### src/common/vec_pkg.sv
// Widths, Q16 fixed-point format, vector structs and helper functions for the vector engine
package vec_pkg;

    localparam int COORD_BITS = 32;
    localparam int Q_FRAC = 16;
    localparam int FIFO_DEPTH = 16;

    typedef logic signed [COORD_BITS-1:0] coord_t;
    // Full product before the Q16 shift
    typedef logic signed [2*COORD_BITS-1:0] wide_t;

    typedef struct packed {
        coord_t x_c;
        coord_t y_c;
        coord_t z_c;
    } vec3_t;

    // Operands of add, sub, dot and cross
    typedef struct packed {
        vec3_t a;
        vec3_t b;
    } vec_pair_t;

    typedef struct packed {
        vec3_t  v;
        coord_t k;
    } scale_in_t;

    // Q16 multiply, arithmetic shift, keep low word
    function automatic coord_t fx_mul(input coord_t a, input coord_t b);
        wide_t prod;
        prod = wide_t'(a) * wide_t'(b);
        return coord_t'(prod >>> Q_FRAC);
    endfunction

    // One cross-product lane: p - q in full width, then back to Q16
    function automatic coord_t cross_lane(input wide_t p, input wide_t q);
        wide_t diff;
        diff = p - q;
        return coord_t'(diff >>> Q_FRAC);
    endfunction

endpackage

### src/hw/sync_fifo.sv
// Single-clock first-word-fall-through FIFO, buffers the results of one arithmetic unit
`timescale 1ns/100ps

module sync_fifo #(
    parameter int WIDTH = vec_pkg::COORD_BITS,
    parameter int DEPTH = vec_pkg::FIFO_DEPTH
) (
    input  logic             clock,
    input  logic             reset,
    input  logic             wr_en,
    input  logic [WIDTH-1:0] din,
    output logic             full,
    input  logic             rd_en,
    output logic [WIDTH-1:0] dout,
    output logic             empty
);

    localparam int ADDR_BITS = $clog2(DEPTH);
    localparam int CNT_BITS = $clog2(DEPTH + 1);

    logic [WIDTH-1:0]     mem [DEPTH];
    logic [ADDR_BITS-1:0] wr_ptr;
    logic [ADDR_BITS-1:0] rd_ptr;
    logic [CNT_BITS-1:0]  count;
    logic                 do_wr;
    logic                 do_rd;

    // Wrap explicitly so depths other than powers of two work
    function automatic logic [ADDR_BITS-1:0] next_ptr(input logic [ADDR_BITS-1:0] ptr);
        if (ptr == ADDR_BITS'(DEPTH - 1)) begin
            return '0;
        end
        return ptr + 1'b1;
    endfunction

    assign full = (count == CNT_BITS'(DEPTH));
    assign empty = (count == '0);
    assign do_wr = wr_en && !full;
    assign do_rd = rd_en && !empty;

    // Head entry is always on the output
    assign dout = mem[rd_ptr];

    always_ff @(posedge clock) begin
        if (do_wr) begin
            mem[wr_ptr] <= din;
        end
    end

    always_ff @(posedge clock or posedge reset) begin
        if (reset) begin
            wr_ptr <= '0;
            rd_ptr <= '0;
            count <= '0;
        end else begin
            if (do_wr) begin
                wr_ptr <= next_ptr(wr_ptr);
            end
            if (do_rd) begin
                rd_ptr <= next_ptr(rd_ptr);
            end
            if (do_wr && !do_rd) begin
                count <= count + 1'b1;
            end else if (do_rd && !do_wr) begin
                count <= count - 1'b1;
            end
        end
    end

    a_no_write_when_full: assert property (@(posedge clock) disable iff (reset)
        !(wr_en && full));

    a_count_bounded: assert property (@(posedge clock) disable iff (reset)
        count <= CNT_BITS'(DEPTH));

endmodule

### src/vec_units/issue_ctrl.sv
// Read-then-write sequencer that pops one operand set and pushes one result per item
`timescale 1ns/100ps

module issue_ctrl (
    input  logic clock,
    input  logic reset,
    input  logic in_empty,
    output logic in_rd_en,
    input  logic full,
    output logic out_wr_en
);

    typedef enum logic {IDLE, WRITE} issue_state_e;

    issue_state_e state;
    issue_state_e next_state;

    always_ff @(posedge clock or posedge reset) begin
        if (reset) begin
            state <= IDLE;
        end else begin
            state <= next_state;
        end
    end

    always_comb begin
        next_state = state;
        in_rd_en = 1'b0;
        out_wr_en = 1'b0;
        case (state)
            IDLE: begin
                if (!in_empty) begin
                    in_rd_en = 1'b1;
                    next_state = WRITE;
                end
            end
            WRITE: begin
                // Hold the result until the FIFO has room
                if (!full) begin
                    out_wr_en = 1'b1;
                    next_state = IDLE;
                end
            end
            default: next_state = IDLE;
        endcase
    end

    a_strobes_exclusive: assert property (@(posedge clock) disable iff (reset)
        !(in_rd_en && out_wr_en));

    a_push_only_with_room: assert property (@(posedge clock) disable iff (reset)
        $rose(out_wr_en) |-> !full);

endmodule

### src/vec_units/vec_addsub_unit.sv
// Element-wise add or subtract unit with result register and output FIFO
`timescale 1ns/100ps

module vec_addsub_unit #(
    parameter bit SUBTRACT = 1'b0
) (
    input  logic               clock,
    input  logic               reset,
    input  vec_pkg::vec_pair_t operands,
    input  logic               in_empty,
    output logic               in_rd_en,
    output vec_pkg::vec3_t     out,
    output logic               out_empty,
    input  logic               out_rd_en
);
    import vec_pkg::*;

    vec3_t result_c;
    vec3_t result_q;
    logic  fifo_full;
    logic  out_wr_en;

    issue_ctrl u_issue_ctrl (
        .clock     (clock),
        .reset     (reset),
        .in_empty  (in_empty),
        .in_rd_en  (in_rd_en),
        .full      (fifo_full),
        .out_wr_en (out_wr_en)
    );

    // Plain 32-bit wraparound per lane
    always_comb begin
        if (SUBTRACT) begin
            result_c.x_c = operands.a.x_c - operands.b.x_c;
            result_c.y_c = operands.a.y_c - operands.b.y_c;
            result_c.z_c = operands.a.z_c - operands.b.z_c;
        end else begin
            result_c.x_c = operands.a.x_c + operands.b.x_c;
            result_c.y_c = operands.a.y_c + operands.b.y_c;
            result_c.z_c = operands.a.z_c + operands.b.z_c;
        end
    end

    always_ff @(posedge clock or posedge reset) begin
        if (reset) begin
            result_q <= '0;
        end else if (in_rd_en) begin
            result_q <= result_c;
        end
    end

    sync_fifo #(
        .WIDTH ($bits(vec3_t)),
        .DEPTH (FIFO_DEPTH)
    ) u_out_fifo (
        .clock (clock),
        .reset (reset),
        .wr_en (out_wr_en),
        .din   (result_q),
        .full  (fifo_full),
        .rd_en (out_rd_en),
        .dout  (out),
        .empty (out_empty)
    );

endmodule

### config.mk
export PLATFORM = sky130hd
export DESIGN_NAME = vec_addsub_unit
export DESIGN_NICKNAME = d
export VERILOG_FILES = /design/src/common/vec_pkg.sv /design/src/hw/sync_fifo.sv /design/src/vec_units/issue_ctrl.sv /design/src/vec_units/vec_addsub_unit.sv
export SDC_FILE = /design/constraint.sdc
export NUM_CORES = 2
export LEC_CHECK = 0
export ABC_AREA = 1
export BUFFER_PORTS_ARGS = -buffer_cell sky130_fd_sc_hd__buf_4
export CAP_MARGIN = 20
export CORE_MARGIN = 10
export CORE_UTILIZATION = 40
export CTS_CLUSTER_SIZE = 16
export DETAILED_ROUTE_END_ITERATION = 16
export GPL_ROUTABILITY_DRIVEN = 0
export PLACE_DENSITY = 0.67
export SETUP_SLACK_MARGIN = 0.2
export SYNTH_ARGS = -nofsm -noshare
export SYNTH_HDL_FRONTEND = slang
export SYNTH_SLANG_ARGS = --single-unit
### constraint.sdc
create_clock -name clock -period 13.8 [get_ports clock]
set_input_delay 0.69 -clock clock [delete_from_list [all_inputs] [get_ports clock]]
set_output_delay 0.69 -clock clock [all_outputs]
set_load 0.02 [all_outputs]
==> metrics.md <==
| Metric | Value |
|---|---|
| Syn_nets | 6,351 |
| Non-Filler Instances | 8,722 |
| Peak VDD IR | 0.174 mV |
| Initial antenna violation count | 3 |
| First-pass GRT wire length | 300,000 um |
| Fillers | 15,400 |
| Clock Latency Late Sink | 820 ps |
| CP Launch Type | register |
| ANT nets after route | 0 |
| Routed wl met3 | 15,500 um |
| Core footprint | 0.174 mm2 |
| Peak Freq | 160 MHz |
| TritonCTS clock tree | yes |
| Setup TNS | 0 ps |
| IO buf count | 293 |
| Post-synth EDFFs | 1,536 |
| Place WS | 8470 ps |
| Largest net degree at the start of global routing | 399 |
| DP HPWL | 112,000 um |
| Mean area per synthesized cell | 11.6 um2 |
| Vias per inst | 5.52 |
| WL per Instance | 23.4 um |
| Placed cells | 8,416 |
| Worst EP required | 13,110 ps |
| Leak | 29.5 nW |
| Outcome | complete, but fails checks |
| Synthesis-to-finish area growth | 13.5% |
| Max Clock Skew | 64.5 ps |
| Met2 Routed Length | 101,000 um |
| Synth area leader | edfxtp_1 |
| Die width | 439 um |
| CTS H-Tree Depth | 4 |
| Starting Density | 40.3% |
| Clock Pin Slew Worst Setup and Hold Paths | 60 ps |
| Commonest non-fill, non-tap cells in the layout | edfxtp_1, nand2_1, nor2_1 |
| Grt ovf | 0 |
| Register area share after synthesis | 69.5% |
| WL met1 | 78,900 um |
| Total power | 16.6 mW |
| Io pins | 294 |
| Detailed Routing Iterations Pass 1 | 6 |
| GRT Total Usage | 20.4% |
| DRT iter0 DRCs | 5,307 |
| PwrDens | 208 mW/mm2 |
| RSZ-0062 raised after global routing | no |
| Synth Instances | 6,049 |
| Worst EP arrival | 5550 ps |
| Failing checks | max-slew violations |
| Fraction of layout cells with a size suffix above 1 | 10.6% |
| Synth top area cells | edfxtp_1, nand2_1, dfrtp_1 |
| Primary FF master, synth | edfxtp_1 |
| Crit. End Element | output port |
| Fin nets | 6,559 |
| Worst Hold Class | input port to asynchronous set/reset pin |
| Clock sink count | 1,646 |
| Num rows | 153 |
| Yosys cell types | 37 |
| Synth Cell Area | 0.0703 mm2 |
| Post-CTS Hold Buffers | 0 |
| Top Metal Used | met5 |
| Synth async-reset ratio | 6.68% |
| Final-report hold violation count | 0 |
| Setup bufs post-CTS | 0 |
| Vias | 48,200 |
| Most common library cell in the layout ignoring fill and taps | edfxtp_1 |
| Root buffer cell | clkbuf_16 |
| CTS Buf Count | 164 |
| YS warnings | 0 |
| #FFs+latches synth | 1,646 |
| Resize count post-CTS | 0 |
| Remaining routing DRC violations | 0 |
| Total routed wirelength | 204,000 um |
| Longest Clk Path Bufs | 3 |
| Worst Slack Setup Final | 7560 ps |
| Tmin final | 6240 ps |
| Synth top area share | 65.6% |
| Worst rel slew slack | -20.3% |
| Vias in the first global route | 46,900 |
| Setup CP Type | register to output port |
| Die ar. | 0.193 mm2 |
| Max-cap violations | 0 |
| Die height | 439 um |
| Critical Path Fanout Max | 398 |
| Final Cycle Share | 45.2% |
| Worst-margin pin slew | 1800 ps |
| Final Max Slew Viols | 160 |
| Count of final setup violators | 0 |
worst max-delay path: stages, from the launching register on:
cell,delay [ps]
dfrtp_4,710
clkinv_16,410
buf_12,700
buf_4,860
o21ai_0,170
o221ai_1,190
nand4_1,120
nand2_1,380
buf_4,220
power by group:
| group | internal [mW] | switching, mW |
|---|---|---|
| registers | 6.25 | 0.566 |
| logic | 1.59 | 3.90 |
| clock network | 2.35 | 1.91 |
metal layers:
| layer | GRT usage [%] | vias to the layer above |
|---|---|---|
| met1 | 25.7 | 23700 |
| met2 | 35.0 | 2089 |
| met5 | 0 | - |
| li1 | - | 22000 |
| met3 | 3.17 | 412 |
| met4 | 8.13 | 4 |
cell families (layout without fill, tap and decap cells):
group / Yosys count / count (layout) / synth area share (%)
compound gates: 1212 / 1212 / 10.3
other cells: 0 / 1 / 0
simple gates: 2375 / 2375 / 13.5
buf+inv: 663 / 1010 / 4.08
fa+ha+maj: 106 / 106 / 1.93
flops: 1646 / 1646 / 69.5
xor+xnor: 47 / 47 / 0.586
state kept, by name, summed over array words and instances (netlist names):
name                count
u_issue_ctrl.state      1
u_out_fifo.count        5
u_out_fifo.mem       1536
result_q               96
u_out_fifo.rd_ptr       4
u_out_fifo.wr_ptr       4
metrics by stage:
stage	hold WS [ps]	instance area (um2)	utilization [%]
2_1_floorplan	476	70300	-
3_3_place_gp	498	74600	42.8
3_5_place_dp	507	74600	42.8
4_1_cts	77.5	79800	45.7
5_1_grt	120	79800	45.7
6_report	79.8	79800	45.7
worst paths after layout:
kind                                                   from                                to  slack, ps  cells after the start
max                        u_out_fifo.rd_ptr[0]$_DFFE_PP0P_                           out[51]       7560                      8
min                                                   reset           result_q[0]$_DFFE_PP0P_         80                      2
max reg2reg                 u_out_fifo.count[0]$_DFFE_PP0P_   u_out_fifo.mem[1][56]$_DFFE_PP_       9590                      8
min reg2reg                 u_out_fifo.count[4]$_DFFE_PP0P_   u_out_fifo.count[4]$_DFFE_PP0P_        520                      1
max in group asynchronous                             reset  u_out_fifo.rd_ptr[0]$_DFFE_PP0P_      12410                      3
min in group clock                             operands[96]           result_q[0]$_DFFE_PP0P_        250                      4
area by class of cell:
class	count	area [um2]	area share [%]
flip-flops and latches	1646	48900	61.3
multi-input cells	3740	18700	23.4
clock buffers	221	4430	5.55
well taps	2325	2910	3.65
repair buffers	359	2780	3.48
inverters	346	1350	1.69
clock inverters	84	722	0.905
diodes	1	2.50	0.00314
synthesized netlist by cell type (4+ instances only):
cell      number
edfxtp_1    1536
nand2_1     1451
nor2_1       526
o21ai_0      490
inv_1        342
nand3_1      314
a21oi_1      305
clkbuf_1     129
buf_2        128
o22ai_1      119
dfrtp_1      110
ha_1         102
o21ai_1       91
a221oi_1      82
nand4_1       58
o221ai_1      49
xnor2_1       43
a221oi_2      36
buf_4         25
o221a_2       24
buf_1         19
buf_6         15
nand3b_1      12
nor3_1        10
o21bai_1       9
a21o_1         5
fa_1           4
xor2_1         4
(Power assumes the default switching activity.)
